--- src/design/fetch_pkg.sv ---
package fetch_pkg;

	//////////////////////////////////////////////////
	// widths of the fetch path
	//////////////////////////////////////////////////

	parameter int ADDR_W = 64;	// byte address
	parameter int LINE_W = 64;	// one memory line, two instructions
	parameter int INST_W = 32;	// one instruction
	parameter int COUNT_W = 2;	// slot count, 0 to 2

	// byte offset bits inside a line
	parameter int LINE_OFFSET = 3;

	//////////////////////////////////////////////////
	// types
	//////////////////////////////////////////////////

	typedef logic [ADDR_W-1:0] addr_t;

	// instruction at pc[2]==0 sits in [63:32], pc[2]==1 in [31:0]
	typedef logic [LINE_W-1:0] line_t;

	typedef logic [INST_W-1:0] inst_t;

	// number of instructions offered or accepted in a cycle
	typedef logic [COUNT_W-1:0] count_t;

endpackage

--- src/design/isa_pkg.sv ---
package isa_pkg;

	// major opcode field and branch displacement field
	parameter int OPCODE_LSB = 26;
	parameter int OPCODE_MSB = 31;
	parameter int DISP_LSB = 0;
	parameter int DISP_MSB = 20;	// 21 bit signed, in instructions

	typedef enum logic [5:0] {
		OP_CALL_PAL = 6'h00,
		OP_LDA = 6'h08, OP_LDAH = 6'h09, OP_LDBU = 6'h0a, OP_LDQ_U = 6'h0b,
		OP_LDWU = 6'h0c, OP_STW = 6'h0d, OP_STB = 6'h0e, OP_STQ_U = 6'h0f,
		OP_INTA = 6'h10, OP_INTL = 6'h11, OP_INTS = 6'h12, OP_INTM = 6'h13,
		OP_ITFP = 6'h14, OP_FLTV = 6'h15, OP_FLTI = 6'h16, OP_FLTL = 6'h17,
		OP_JMP = 6'h1a,	// jmp/jsr/ret group, indirect
		OP_LDF = 6'h20, OP_LDL = 6'h28, OP_LDQ = 6'h29,
		OP_STL = 6'h2c, OP_STQ = 6'h2d, OP_STQ_C = 6'h2f,
		OP_BR = 6'h30, OP_FBEQ = 6'h31, OP_FBLT = 6'h32, OP_FBLE = 6'h33,
		OP_BSR = 6'h34, OP_FBNE = 6'h35, OP_FBGE = 6'h36, OP_FBGT = 6'h37,
		OP_BLBC = 6'h38, OP_BEQ = 6'h39, OP_BLT = 6'h3a, OP_BLE = 6'h3b,
		OP_BLBS = 6'h3c, OP_BNE = 6'h3d, OP_BGE = 6'h3e, OP_BGT = 6'h3f
	} opcode_e;

	typedef enum logic [2:0] {
		CLASS_ALU,
		CLASS_MEM,
		CLASS_COND_BRANCH,
		CLASS_DIRECT_BRANCH,	// br, bsr
		CLASS_JUMP,
		CLASS_OTHER
	} inst_class_e;

	// class of one instruction by its major opcode
	function automatic inst_class_e classify(input logic [31:0] inst);
		opcode_e op;
		inst_class_e cls;
		op = opcode_e'(inst[OPCODE_MSB:OPCODE_LSB]);
		case (op) inside
			OP_BR, OP_BSR:				cls = CLASS_DIRECT_BRANCH;	// first match wins over range
			[OP_FBEQ:OP_BGT]:			cls = CLASS_COND_BRANCH;
			[OP_INTA:OP_FLTL]:			cls = CLASS_ALU;
			[OP_LDA:OP_STQ_U], [OP_LDF:OP_STQ_C]:	cls = CLASS_MEM;
			OP_JMP:					cls = CLASS_JUMP;
			default:				cls = CLASS_OTHER;	// call_pal, misc, unused
		endcase
		return cls;
	endfunction

endpackage

--- src/design/decode_stage.sv ---
`timescale 1ns/1ns

module decode_stage (
	input  logic clock,
	input  logic reset,
	input  logic slot_valid0,
	input  logic slot_valid1,
	input  fetch_pkg::inst_t slot_inst0,
	input  fetch_pkg::inst_t slot_inst1,
	input  fetch_pkg::addr_t slot_pc0,
	input  fetch_pkg::addr_t slot_pc1,
	input  logic slot_pred_taken0,
	input  logic slot_pred_taken1,
	input  fetch_pkg::addr_t slot_pred_target0,
	input  fetch_pkg::addr_t slot_pred_target1,
	input  fetch_pkg::count_t issue_free,
	output fetch_pkg::count_t take_count,
	output logic redirect,
	output fetch_pkg::addr_t redirect_target,
	output logic train_en,
	output fetch_pkg::addr_t train_pc,
	output fetch_pkg::addr_t train_target,
	output logic out_valid0,
	output logic out_valid1,
	output fetch_pkg::inst_t out_inst0,
	output fetch_pkg::inst_t out_inst1,
	output fetch_pkg::addr_t out_pc0,
	output fetch_pkg::addr_t out_pc1,
	output fetch_pkg::addr_t out_npc0,
	output fetch_pkg::addr_t out_npc1,
	output isa_pkg::inst_class_e out_class0,
	output isa_pkg::inst_class_e out_class1
);

	isa_pkg::inst_class_e class0, class1;
	logic direct0, direct1;			// br or bsr
	logic take0, take1;			// accepted this cycle
	logic miss0, miss1;			// prediction disagrees with decode
	fetch_pkg::addr_t br_target0, br_target1;

	//////////////////////////////////////////////////
	// classify and resolve direct branches
	//////////////////////////////////////////////////

	assign class0 = isa_pkg::classify(slot_inst0);
	assign class1 = isa_pkg::classify(slot_inst1);
	assign direct0 = (class0 == isa_pkg::CLASS_DIRECT_BRANCH);
	assign direct1 = (class1 == isa_pkg::CLASS_DIRECT_BRANCH);

	// target = pc + 4 + 4 * sext(disp)
	assign br_target0 = slot_pc0 + 64'd4 +
		{{41{slot_inst0[isa_pkg::DISP_MSB]}}, slot_inst0[isa_pkg::DISP_MSB:isa_pkg::DISP_LSB], 2'b00};
	assign br_target1 = slot_pc1 + 64'd4 +
		{{41{slot_inst1[isa_pkg::DISP_MSB]}}, slot_inst1[isa_pkg::DISP_MSB:isa_pkg::DISP_LSB], 2'b00};

	assign miss0 = ~slot_pred_taken0 | (slot_pred_target0 != br_target0);
	assign miss1 = ~slot_pred_taken1 | (slot_pred_target1 != br_target1);

	//////////////////////////////////////////////////
	// acceptance, in order, bounded by issue_free
	//////////////////////////////////////////////////

	assign take0 = slot_valid0 & (issue_free != 2'd0);
	assign take1 = take0 & slot_valid1 & (issue_free >= 2'd2) & ~direct0;	// stop after br
	assign take_count = fetch_pkg::count_t'(take0) + fetch_pkg::count_t'(take1);

	// at most one direct branch is accepted per cycle
	always_comb
	begin
		if (take1 & direct1)
		begin
			redirect = miss1;
			redirect_target = br_target1;
			train_pc = slot_pc1;
		end
		else
		begin
			redirect = take0 & direct0 & miss0;
			redirect_target = br_target0;
			train_pc = slot_pc0;
		end
	end

	assign train_en = redirect;		// learn every missed direct branch
	assign train_target = redirect_target;

	//////////////////////////////////////////////////
	// output registers toward dispatch
	//////////////////////////////////////////////////

	always_ff @(posedge clock)
	begin
		if (reset)
		begin
			out_valid0 <= 1'b0;
			out_valid1 <= 1'b0;
		end
		else
		begin
			out_valid0 <= take0;
			out_valid1 <= take1;	// never without slot 0
		end
	end

	// payload, meaningful only with the valid bits
	always_ff @(posedge clock)
	begin
		out_inst0 <= slot_inst0;
		out_inst1 <= slot_inst1;
		out_pc0 <= slot_pc0;
		out_pc1 <= slot_pc1;
		out_npc0 <= slot_pc0 + 64'd4;
		out_npc1 <= slot_pc1 + 64'd4;
		out_class0 <= class0;
		out_class1 <= class1;
	end

	// fetch restarts at the branch target one edge after a redirect
	a_redirect_restart: assert property (@(posedge clock) disable iff (reset)
		redirect |=> (slot_pc0 == $past(redirect_target)))
		else $error("decode_stage: redirect not followed by fetch at target");

endmodule

--- config.mk ---
export PLATFORM = sky130hd
export DESIGN_NAME = decode_stage
export DESIGN_NICKNAME = d
export VERILOG_FILES = /design/src/design/fetch_pkg.sv /design/src/design/isa_pkg.sv /design/src/design/decode_stage.sv
export SDC_FILE = /design/constraint.sdc
export NUM_CORES = 1
export LEC_CHECK = 0
export BUFFER_PORTS_ARGS = -buffer_cell sky130_fd_sc_hd__buf_2
export CAP_MARGIN = 20
export CORE_AREA = 2 2 336 338
export CTS_CLUSTER_SIZE = 40
export DETAILED_ROUTE_END_ITERATION = 6
export DIE_AREA = 0 0 338 340
export GPL_TIMING_DRIVEN = 1
export PLACE_DENSITY_LB_ADDON = 0.2
export SYNTH_ARGS = -nofsm -noshare
export SYNTH_HDL_FRONTEND = slang
export SYNTH_SLANG_ARGS = --single-unit
--- constraint.sdc ---
create_clock -name clock -period 17.9 [get_ports clock]
set_input_delay 2.685 -clock clock [delete_from_list [all_inputs] [get_ports clock]]
set_output_delay 2.685 -clock clock [all_outputs]
set_load 0.01 [all_outputs]
==> results.toml <==
[status]
outcome = "finished, final reports clean"

[sta]
finalCritPeriodShare = 0.7119
report.final.hold_viol_count = 0
setup_viol_count_final = 0
layout_setup_ws_ns = 5.158
worst_pin_slew_ns = 1.211
min_period_ns = 12.74
clock.fmax_mhz = 78.48
grt_setup_unrepaired = "no"
setup_tns_ns = 0
slew-limit-headroom = 0.1868
drv_slew = 0

[run]
max_cap_viol_count = 0

[setup_path]
critPathRequiredTime_ns = 15.21
path_max_fanout = 7
crit_slowest_cell = "or4_1"
critical_path_class = "primary input to primary output"
endpoint_kind = "primary output"
worstSetupStartpointType = "primary input"
cp.arrival_ns = 10.06
critPathMaxStageDelay_ns = 0.51

[yosys]
synth_commonest_cells = "441 x nand2_1, 324 x dfxtp_1, 198 x xnor2_1"
synth_top_area_cell = "dfxtp_1"
synth.distinct_cells = 87
synthArstFlopShare = 0
seq_area_frac_synth = 0.2980
synth_area_leaders = "dfxtp_1 30%, xnor2_1 8.0%, nand2_1 7.6%"
yosysWarningCount = 0
synth_top_family_by_area = "simple AND/OR/NAND/NOR gates"
synth-compound-area-share = 0.1827
synth_xor_area_frac = 0.1505
synth_edf_count = 0
synth_ff_type = "dfxtp_1"
post-synth-top-count-cell = "nand2_1"
syn_nets = 3172
synth_area_per_cell_um2 = 8.029
synth_mux_area_frac = 0.004369
synth_top_area_share = 0.2980
synthCells = 2711
synth-seq-cells = 324
syn_area_um2 = 21770
synthAdderAreaFrac = 0.07714
synthSimpleGateAreaFrac = 0.2368

[die]
rows = 123
initial_utilization = 0.1951
chipWidth_um = 338
coreArea_um2 = 111600
die_area_um2 = 114900
fp.dieH_um = 340
ioPinCount = 852

[clocking]
cts_tree = "done"
clock-sinks = 324
clockBufferDepth = 3
cts_root_buf = "clkbuf_16"
cts-resized-gates = 0
htreeDepth = 2
ctsHoldBuffers = 0
clkSlewWorstSetupHoldPaths_ns = 0.06
cts_setup_buffers = 0
cts_buffers = 43

[final_layout]
final_area_um2 = 28590
nets = 3904
area_delta_synth_final_pct = 31.33
drive_above_1_share = 0.2815

[detailed_routing]
first_pass_iters = 5
drtAntennaViolNets = 0
viasPerCell = 4.711
vias = 23530
wire_per_inst_um = 27.26
drc_errors = 0
wirelength_mm = 136.2
drt_iter0_markers = 1785

[place]
dp_hpwl_mm = 117.6
dpl_cell_area_um2 = 27070
place_ws_ns = 5.040
gp_congestion = 0.9391
io_buffers = 851

[global_routing]
grt_pass1_vias = 22530
grt_first_pass_wirelength_mm = 181.5
antenna_found_initial = 51
grt.total_usage = 0.2269
grt_max_degree = 62
grt-ovfl-total = 0

[power]
power_density_nw_per_um2 = 92.74
power_leakage_nw = 12.81
peakVddDrop_mv = 0.06862

[hold_path]
min_path_cells = 1
hp-class = "primary input to flop"
worstHoldStart = "slot_inst1[21]"
min_to = "out_inst1[21]"
[cell families (layout without fill, tap and decap cells)]
kind of cell | Yosys count | in the layout
AND/OR/NAND/NOR | 1064 | 1064
AO/OA/AOI/OAI | 620 | 620
XOR/XNOR | 340 | 340
flip-flops | 324 | 324
buffers and inverters | 221 | 988
adder cells (fa/ha/maj) | 133 | 133
multiplexers | 9 | 9
other | 0 | 17
[critical path, delay by kind of cell]
family	cells	cell delay, ns
AOI/OAI and AO/OA	3	0.77
xor gates and xnor gates	2	0.40
adders and majority gates	2	0.53
buffers and inverters	3	0.52
and+or+nand+nor	20	5.14
[state kept, by name (all words and copies together), names as in the netlist]
| register | flops |
|---|---|
| out_npc0 | 64 |
| out_npc1 | 64 |
| out_pc0 | 62 |
| out_pc1 | 62 |
| out_inst0 | 32 |
| out_inst1 | 32 |
| out_class0 | 3 |
| out_class1 | 3 |
| out_valid0 | 1 |
| out_valid1 | 1 |
[cell type report]
| cell class | instances | area, um2 |
|---|---|---|
| Timing Repair Buffer | 864 | 4348 |
| Inverter | 44 | 165.2 |
| Tap cell | 1500 | 1877 |
| Multi-Input combinational cell | 2166 | 14200 |
| Fill cell | 12430 | 82990 |
| Sequential cell | 324 | 6486 |
| Clock buffer | 54 | 1219 |
| Clock inverter | 26 | 251.5 |
| Antenna cell | 17 | 42.54 |
[power breakdown]
group	internal [mW]	switching (mW)	total, mW
logic	0.322	0.646	0.968
clock network	0.519	0.392	0.911
registers	0.761	0.0108	0.772
total	1.60	1.05	2.65
[stage by stage]
| stage | hold slack [ns] | instances | power, mW | util |
|---|---|---|---|---|
| detailed placement | 2.789 | 4897 | 1.751 | 0.2426 |
| global route | 2.137 | 4991 | 2.772 | 0.2561 |
| global placement | 2.788 | 4895 | 1.760 | 0.2425 |
| CTS | 2.119 | 4977 | 2.676 | 0.2558 |
| finish | 2.147 | 4995 | 2.651 | 0.2562 |
| floorplan | 2.713 | 2711 | 1.323 | - |
[how the worst max path moves through the flow]
stage | from | to | slack, ns | cells past startpoint
6_report | slot_pc1[2] | train_en | 5.16 | 30
5_1_grt | slot_pc1[2] | train_en | 4.62 | 30
4_1_cts | slot_pc1[2] | train_en | 5.01 | 30
3_5_place_dp | slot_pc1[2] | train_en | 5.04 | 30
3_3_place_gp | slot_pc1[2] | redirect | 5.22 | 30
2_1_floorplan | slot_pc1[2] | train_en | 7.25 | 28
[cells in the final DEF (no fill, tap or decap), types with 18 or more instances in the layout]
| cell type | instances |
|---|---|
| and4_1 | 25 |
| o21bai_1 | 19 |
| o21ai_0 | 136 |
| o21ai_1 | 19 |
| and3_1 | 45 |
| nor2_1 | 162 |
| nor2b_1 | 21 |
| nand2b_1 | 18 |
| a31oi_1 | 28 |
| and2_1 | 30 |
| o211ai_1 | 19 |
| nor4_1 | 30 |
| a211oi_1 | 19 |
| nand2_1 | 441 |
| o21a_1 | 27 |
| xnor2_1 | 198 |
| xor2_1 | 121 |
| nand4_1 | 76 |
| inv_1 | 44 |
| clkbuf_16 | 44 |
| ha_1 | 131 |
| dfxtp_1 | 324 |
| nor3_1 | 57 |
| a21o_1 | 52 |
| buf_2 | 852 |
| a21oi_1 | 173 |
| nand3_1 | 79 |
[routing by layer]
metal / share of wire / GRT usage / vias up
met5: 0.0016 / 0 / -
met4: 0.029 / 0.07343 / 36
met3: 0.083 / 0.06028 / 179
met2: 0.44 / 0.3503 / 900
met1: 0.44 / 0.3050 / 11300
li1: - / - / 11120
No activity file was read; power rests on OpenSTA's default activity.
