--- src/design/fetch_pkg.sv ---
package fetch_pkg;

	//////////////////////////////////////////////////
	// widths of the fetch path
	//////////////////////////////////////////////////

	parameter int ADDR_W = 64;	// byte address
	parameter int LINE_W = 64;	// one memory line, two instructions
	parameter int INST_W = 32;	// one instruction
	parameter int COUNT_W = 2;	// slot count, 0 to 2

	// byte offset bits inside a line
	parameter int LINE_OFFSET = 3;

	//////////////////////////////////////////////////
	// types
	//////////////////////////////////////////////////

	typedef logic [ADDR_W-1:0] addr_t;

	// instruction at pc[2]==0 sits in [63:32], pc[2]==1 in [31:0]
	typedef logic [LINE_W-1:0] line_t;

	typedef logic [INST_W-1:0] inst_t;

	// number of instructions offered or accepted in a cycle
	typedef logic [COUNT_W-1:0] count_t;

endpackage

--- src/design/fetch_stage.sv ---
`timescale 1ns/1ns

module fetch_stage (
	input  logic clock,
	input  logic reset,
	output fetch_pkg::addr_t imem_addr,
	input  fetch_pkg::line_t imem_line,
	input  logic imem_valid,
	input  logic btb_hit0,
	input  logic btb_hit1,
	input  fetch_pkg::addr_t btb_target0,
	input  fetch_pkg::addr_t btb_target1,
	output logic slot_valid0,
	output logic slot_valid1,
	output fetch_pkg::inst_t slot_inst0,
	output fetch_pkg::inst_t slot_inst1,
	output fetch_pkg::addr_t slot_pc0,
	output fetch_pkg::addr_t slot_pc1,
	output logic slot_pred_taken0,
	output logic slot_pred_taken1,
	output fetch_pkg::addr_t slot_pred_target0,
	output fetch_pkg::addr_t slot_pred_target1,
	input  fetch_pkg::count_t take_count,
	input  logic redirect,
	input  fetch_pkg::addr_t redirect_target
);

	fetch_pkg::addr_t pc;		// pc of slot 0
	fetch_pkg::addr_t next_pc;

	// line aligned fetch
	assign imem_addr = {pc[fetch_pkg::ADDR_W-1:fetch_pkg::LINE_OFFSET],
		{fetch_pkg::LINE_OFFSET{1'b0}}};

	//////////////////////////////////////////////////
	// slot extraction
	//////////////////////////////////////////////////

	assign slot_pc0 = pc;
	assign slot_pc1 = pc + 64'd4;	// only used when pc is line aligned
	assign slot_inst0 = pc[2] ? imem_line[31:0] : imem_line[63:32];
	assign slot_inst1 = imem_line[31:0];	// lower half, second in order

	assign slot_valid0 = imem_valid;
	assign slot_pred_taken0 = slot_valid0 & btb_hit0;
	assign slot_pred_target0 = btb_target0;

	// nothing past a predicted taken slot 0, nothing past line end
	assign slot_valid1 = imem_valid & ~pc[2] & ~slot_pred_taken0;
	assign slot_pred_taken1 = slot_valid1 & btb_hit1;
	assign slot_pred_target1 = btb_target1;

	//////////////////////////////////////////////////
	// next pc
	//////////////////////////////////////////////////

	always_comb
	begin
		if (redirect)
			next_pc = redirect_target;	// decode fixes a missed branch
		else
		begin
			case (take_count)
				2'd1:	next_pc = slot_pred_taken0 ? slot_pred_target0 : pc + 64'd4;
				2'd2:	next_pc = slot_pred_taken1 ? slot_pred_target1 : pc + 64'd8;
				default:	next_pc = pc;	// stall, hold
			endcase
		end
	end

	always_ff @(posedge clock)
	begin
		if (reset)
			pc <= '0;	// boot at address 0
		else
			pc <= next_pc;
	end

	// decode may only take what was offered
	a_take_le_offer: assert property (@(posedge clock) disable iff (reset)
		take_count <= (fetch_pkg::count_t'(slot_valid0) + fetch_pkg::count_t'(slot_valid1)))
		else $error("fetch_stage: take_count %0d over offered slots", take_count);

	a_pc_aligned: assert property (@(posedge clock) disable iff (reset)
		pc[1:0] == 2'b00)
		else $error("fetch_stage: misaligned pc %h", pc);

endmodule

--- config.mk ---
export PLATFORM = sky130hd
export DESIGN_NAME = fetch_stage
export DESIGN_NICKNAME = d
export VERILOG_FILES = /design/src/design/fetch_pkg.sv /design/src/design/fetch_stage.sv
export SDC_FILE = /design/constraint.sdc
export NUM_CORES = 1
export LEC_CHECK = 0
export BUFFER_PORTS_ARGS = -buffer_cell sky130_fd_sc_hd__clkbuf_2
export CAP_MARGIN = 10
export CELL_PAD_IN_SITES_DETAIL_PLACEMENT = 0
export CELL_PAD_IN_SITES_GLOBAL_PLACEMENT = 1
export CORE_AREA = 2 2 254 256
export CTS_CLUSTER_SIZE = 25
export DETAILED_ROUTE_END_ITERATION = 8
export DIE_AREA = 0 0 256 258
export PLACE_DENSITY_LB_ADDON = 0.1
export SLEW_MARGIN = 20
export SYNTH_ARGS = -nofsm -noshare
export SYNTH_HDL_FRONTEND = slang
export SYNTH_SLANG_ARGS = --single-unit
--- constraint.sdc ---
create_clock -name clock -period 3 [get_ports clock]
set_input_delay 0.15 -clock clock [delete_from_list [all_inputs] [get_ports clock]]
set_output_delay 0.15 -clock clock [all_outputs]
set_load 0.03 [all_outputs]
==> results_dict.tcl, run 1 <==
set metrics [dict create \
    synthMuxAreaShare_pct 6.55 \
    coreArea_um2 63600 \
    p_leak_nw 6.30 \
    layout_setup_ws_ns 0.0696 \
    synth_area_um2 9150 \
    drc 0 \
    grt_max_degree 42 \
    hp-start "redirect_target[10]" \
    fin_crit_sh_pct 97.7 \
    placed_cells 2622 \
    synth_top_cell_by_area "buf_4" \
    cp-startpoint "slot_pc0[41]$_SDFFE_PP0P_" \
    crit_slowest_cell "or3_1" \
    dpl_worst_slack_ns 0.0270 \
    netlist_top_cells_area "buf_4 (19%), dfxtp_1 (14%), xnor2_1 (6.3%)" \
    power_w 0.00476 \
    syn_to_final_growth_pct 46.0 \
    cts_tree "done" \
    synth_flop_cell "dfxtp_1" \
    cp_cell_sequence "buf_4, and3_1, nand3_1, or3_1, nor2_2, xor2_1, clkbuf_2" \
    fp.dieH_um 258 \
    wire_per_inst_um 26.8 \
    largest_reg_flops 64 \
    htreeDepth 3 \
    antenna_found_initial 4 \
    tightest_slew_ns 0.639 \
    cp.required_ns 2.85 \
    p_comb_share_pct 53.0 \
    drt.antenna.violating_nets 0 \
    synth_top_family_by_area "simple AND/OR/NAND/NOR gates" \
    seqPwrFrac_pct 21.7 \
    max_slew_margin_pct 57.0 \
    synthCells 1285 \
    dpl.hpwl_mm 60.3 \
    start_kind "flip-flop" \
    avgSynthCellArea_um2 7.12 \
    cp_slowest_stage_delay_ns 0.50 \
    synth.distinct_cells 74 \
    grt_use_total_pct 20.8 \
    path_delay_family "simple AND/OR/NAND/NOR gates" \
    drv_slew 0 \
    clock_skew_ns 0.0100 \
    gp_congestion 0.895 \
    rsz0062_at_grt "yes" \
    synth-edff-count 0 \
    rows 93 \
    criticalPathCategory "reg -> out" \
    synth_xor_area_share_pct 10.5 \
    path_clk_slew_ns 0.07 \
    final_cells 2661 \
    multi_input_area_um2 6000 \
    synthArstFlopShare_pct 0 \
    power_per_cell_area_nw_per_um2 356 \
    p_sw_w 0.00236 \
    clockRootBuffer "clkbuf_16" \
    cts_buffers 9 \
    crit_buf_inv 2 \
    register_area_um2 1300 \
    vdd_drop_max_uv 176 \
    port_buffers 648 \
    ys_ff_latch 64 \
    cap_violations 0 \
    clockBufferDepth 2 \
    start_util_pct 14.4 \
    r2r_start "slot_pc0[3]$_SDFFE_PP0P_" \
    grt_pass1_vias 12000 \
    synth_simple_gate_area_share_pct 26.1 \
    drtIter0Drc 732 \
    die_w_um 256 \
    synthAdderAreaFrac_pct 0.273 \
    period_needed_ns 2.93 \
    clk_latency_ns 0.38 \
    die-area_um2 66000 \
    setup_viol 0 \
    hold_viol 0 \
    crit_path_end_kind "output pin" \
    grt_first_pass_wirelength_mm 96.9 \
    yosys.cell_count.top_type "buf_4" \
    status "completed" \
    yosysWarnings 0 \
    clock.fmax_mhz 341 \
    wirelength_mm 71.2 \
    tns_ns 0 \
    fillCellCount 7311 \
    yosys.area.top_type_share_pct 19.2 \
    internal_power_w 0.00240 \
    ys_seq_area_share_pct 14.0 \
    clockPowerShare_pct 25.3 \
    viasPerCell 4.38 \
    p_sw_share_pct 49.6 \
    path_max_fanout 10 \
    grt_overflow 0 \
    hp-class "in -> reg" \
    final_nets 2064 \
    vias 11600 \
    layout-drive-gt1-share_pct 52.8 \
    io_pins 652 \
    dr.pass1.iters 7 \
    clock-sinks 64 \
    synth_compound_area_share_pct 18.8 \
    holdWs_ns 0.0266 \
    cp.arrival_ns 2.78 \
    ys_top_cells_by_count "buf_4 (234), nor2_1 (123), nand2_1 (104), o21ai_0 (87), xnor2_1 (66)" \
]
==> per-stage QoR <==
step	instance area, um2	utilization [%]
2_1_floorplan	9170	-
3_3_place_gp	12600	19.8
5_1_grt	13400	21.0
6_report	13400	21.0
4_1_cts	13200	20.8
3_5_place_dp	12600	19.8
==> per-layer routing <==
layer	share of wire [%]	wire [um]	GRT usage [%]
met5	0	0	0
met4	1.5	1070	4.29
met3	4.0	2830	2.68
met2	54	38200	40.0
met1	41	29100	24.3
==> power groups by stage <==
stage / combinational (W) / clock, W / sequential (W)
2_1_floorplan: 0.00148 / 0 / 0.00117
3_3_place_gp: 0.00253 / 0 / 0.00104
3_5_place_dp: 0.00252 / 0 / 0.00104
4_1_cts: 0.00255 / 0.00126 / 0.00103
5_1_grt: 0.00266 / 0.00127 / 0.00104
6_report: 0.00252 / 0.00121 / 0.00103
==> layout make-up <==
type                            instances  share of cell area, %
Clock inverter                          3                  0.300
Multi-Input combinational cell        888                   44.9
Antenna cell                            3                 0.0562
Clock buffer                           13                   1.95
Timing Repair Buffer                  819                   34.6
Inverter                               16                  0.449
Sequential cell                        64                   9.73
Tap cell                              855                   8.00
==> cell families after synthesis <==
family | count (synthesis)
compound gates | 259
flops | 64
buf+inv | 335
xor+xnor | 109
fa+ha+maj | 2
other cells | 1
mux | 55
simple gates | 460
==> layout by cell type, fill, tap and decap left out, drive strengths merged, types with 10 or more instances in the layout <==
master	instances
a21oi	44
clkbuf	656
inv	15
nand3	44
xor2	43
o211ai	16
nand4	36
nor4	25
a22oi	10
nor2	124
a221oi	22
xnor2	66
nand2	104
nor3	48
or3	18
mux2	39
a211oi	15
buf	167
o21ai	91
dfxtp	64
mux2i	16
and3	14
==> timing repair <==
item                       in CTS  in global routing
hold endpoints to repair        9                  0
setup buffers                   6                  5
gates resized for setup        46                 23
setup endpoints to repair      23                 21
pin swaps                       3                  9
hold buffers                    9                  0
==> worst paths after layout <==
path / to / slack [ns] / depth (start not counted)
max: slot_pc1[45] / 0.07 / 7
min: slot_pc0[10]$_SDFFE_PP0P_ / 0.03 / 3
max reg2reg: slot_pc0[58]$_SDFFE_PP0P_ / 0.29 / 10
min reg2reg: slot_pc0[0]$_SDFFE_PP0P_ / 0.49 / 2
==> tightest hold or removal path: cells and delay by family <==
kind                   cells  cell delay, ns
AO/OA/AOI/OAI              2            0.12
buffers and inverters      1            0.10
Power figures use the tool's default switching activity.
==> run 2, diff against run 1 <==
==> constraint.sdc (replaced) <==
create_clock -name clock -period 2.8 [get_ports clock]
set_input_delay 0.14 -clock clock [delete_from_list [all_inputs] [get_ports clock]]
set_output_delay 0.14 -clock clock [all_outputs]
set_load 0.03 [all_outputs]
==> run 2 against run 1 <==
Effect of this change:
- the flow now finishes with violations (setup timing)
- sequential cell count unchanged
- count of clock-buffer cells in the layout down 3
- die area unchanged
- combinational power up 12%
- register-to-register slack worse by 0.25 ns
- total power up 11%
- utilization up 1.0 points
- global-route usage up 0.59 points
- critical endpoint is now slot_pc1[57]
==> results_dict.tcl, run 2 (same netlist as run 1, synthesis figures left out) <==
set metrics [dict create \
    status "finished, violations left" \
    violations "setup timing" \
    final_common_cell "clkbuf_2" \
    cp_cell_sequence "nand4_2, or4_4, buf_6, or4_4, nor2_4, nand2_2, xnor2_2, clkbuf_8" \
    largest_reg_flops 64 \
    htreeDepth 3 \
    criticalPathCategory "reg -> out" \
    vdd_drop_max_uv 309 \
    viasPerCell 4.37 \
    placed_cells 2636 \
    wire_per_inst_um 27.2 \
    grt_use_total_pct 21.4 \
    grt_max_degree 49 \
    clockRootBuffer "clkbuf_16" \
    clock_skew_ns 0.0169 \
    gp_congestion 0.859 \
    p_sw_share_pct 49.0 \
    rrSetupSlack_ns 0.04 \
    fin_crit_sh_pct 101 \
    grt_overflow 0 \
    drc 0 \
    rr_endpoint "slot_pc0[36]$_SDFFE_PP0P_" \
    coreArea_um2 63600 \
    reg2regPathDepth 8 \
    vias 11700 \
    cts_tree "done" \
    cp.arrival_ns 2.69 \
    hp-start "redirect_target[28]" \
    p_comb_share_pct 53.7 \
    crit_slowest_cell "or4_4" \
    crit_path_end_kind "output pin" \
    hold_viol 0 \
    seqPwrFrac_pct 21.0 \
    p_leak_nw 6.62 \
    final_util_pct 22.0 \
    grt_first_pass_wirelength_mm 98.5 \
    max_slew_margin_pct 48.6 \
    path_clk_slew_ns 0.07 \
    start_kind "flip-flop" \
    fillCellCount 7320 \
    internal_power_w 0.00268 \
    layout_common_cells "clkbuf_2 (628), buf_4 (175), nor2_1 (114), nand2_1 (97), o21ai_0 (87)" \
    cpMostUsedCell "or4_4" \
    crit_buf_inv 2 \
    holdPathStages 3 \
    clockBufferDepth 2 \
    power_per_cell_area_nw_per_um2 376 \
    register_area_um2 1330 \
    setup_viol 2 \
    antenna_found_initial 4 \
    drv_slew 0 \
    fp.dieH_um 258 \
    io_pins 652 \
    cp_slowest_stage_delay_ns 0.59 \
    final_cells 2687 \
    die-area_um2 66000 \
    start_util_pct 14.4 \
    path_max_fanout 3 \
    dpl_worst_slack_ns -0.0667 \
    path_delay_family "simple AND/OR/NAND/NOR gates" \
    tightest_slew_ns 0.771 \
    p_sw_w 0.00258 \
    tns_ns -0.0384 \
    cap_violations 0 \
    min_to "slot_pc0[28]$_SDFFE_PP0P_" \
    drt.antenna.violating_nets 0 \
    layout-drive-gt1-share_pct 56.0 \
    r2r_start "slot_pc0[16]$_SDFFE_PP0P_" \
    final_nets 2093 \
    syn_to_final_growth_pct 53.1 \
    dr.pass1.iters 5 \
    clk_latency_ns 0.38 \
    cts_buffers 9 \
    clock-sinks 64 \
    grt_pass1_vias 11600 \
    dpl.hpwl_mm 61.4 \
    port_buffers 648 \
    layout_setup_ws_ns -0.0279 \
    wirelength_mm 73.2 \
    cp.required_ns 2.66 \
    drtIter0Drc 689 \
    rows 93 \
    die_w_um 256 \
    hp-class "in -> reg" \
    rsz0062_at_grt "yes" \
    period_needed_ns 2.83 \
    clock.fmax_mhz 354 \
    cp-startpoint "slot_pc0[24]$_SDFFE_PP0P_" \
    power_w 0.00527 \
    clockPowerShare_pct 25.2 \
    multi_input_area_um2 6200 \
]
[run 2: cell types whose count changed in the layout (fill, tap and decap cells not counted), sizes merged]
| cell | change |
|---|---|
| buf | +36 |
| clkbuf | -9 |
| bufinv | +1 |
| diode | -1 |
| dlygate4sd3 | -1 |
[run 2: cell type report]
| class | count | share of cell area (%) |
|---|---|---|
| clock buffers | 10 | 1.71 |
| flip-flops and latches | 64 | 9.49 |
| clock inverters | 4 | 0.500 |
| repair buffers | 848 | 36.0 |
| diodes | 2 | 0.0357 |
| inverters | 16 | 0.429 |
| multi-input cells | 888 | 44.2 |
| well taps | 855 | 7.63 |
[run 2: per-layer routing]
metal / part of all wire, % / global-route usage [%]
met1: 46 / 28.3
met2: 49 / 37.2
met3: 4.2 / 2.57
met4: 1.4 / 4.17
met5: 0.018 / 0
[run 2: stage by stage]
stage          area (um2)  hold slack [ns]
2_1_floorplan        9290            0.271
3_3_place_gp        12900            0.369
3_5_place_dp        12900            0.372
4_1_cts             13800          0.00775
5_1_grt             14000           0.0391
6_report            14000           0.0138
[run 2: worst max-delay path by stage]
stage	depth (start not counted)	end	slack, ns
6_report	8	slot_pc1[57]	-0.03
5_1_grt	8	slot_pc1[57]	-0.09
4_1_cts	8	slot_pc1[57]	-0.07
3_5_place_dp	10	slot_pc1[49]	-0.07
3_3_place_gp	11	slot_pc0[46]$_SDFFE_PP0P_	-0.04
2_1_floorplan	8	slot_pc0[30]$_SDFFE_PP0P_	-0.08
[run 2: repair_timing]
item,CTS,global route
hold endpoints to repair,8,0
buffers inserted,19,8
hold buffers,8,0
gates resized for setup,88,49
pin swaps,12,13
cloned,0,0
endpoints found under the setup margin,34,24
[run 2: power by group through the flow]
stage,Sequential (W),Clock (W),Combinational [W]
5_1_grt,0.00112,0.00139,0.00298
3_5_place_dp,0.00111,0,0.00279
6_report,0.00111,0.00133,0.00283
3_3_place_gp,0.00112,0,0.00280
4_1_cts,0.00111,0.00137,0.00286
2_1_floorplan,0.00126,0,0.00160
[run 2: worst register-to-register path: cells and delay by family, from the launching register on]
kind,cells,cell delay (ns)
mux,1,0.31
buf+inv,1,0.20
simple gates,3,0.98
xor+xnor,1,0.16
flops,1,0.43
compound gates,2,0.56
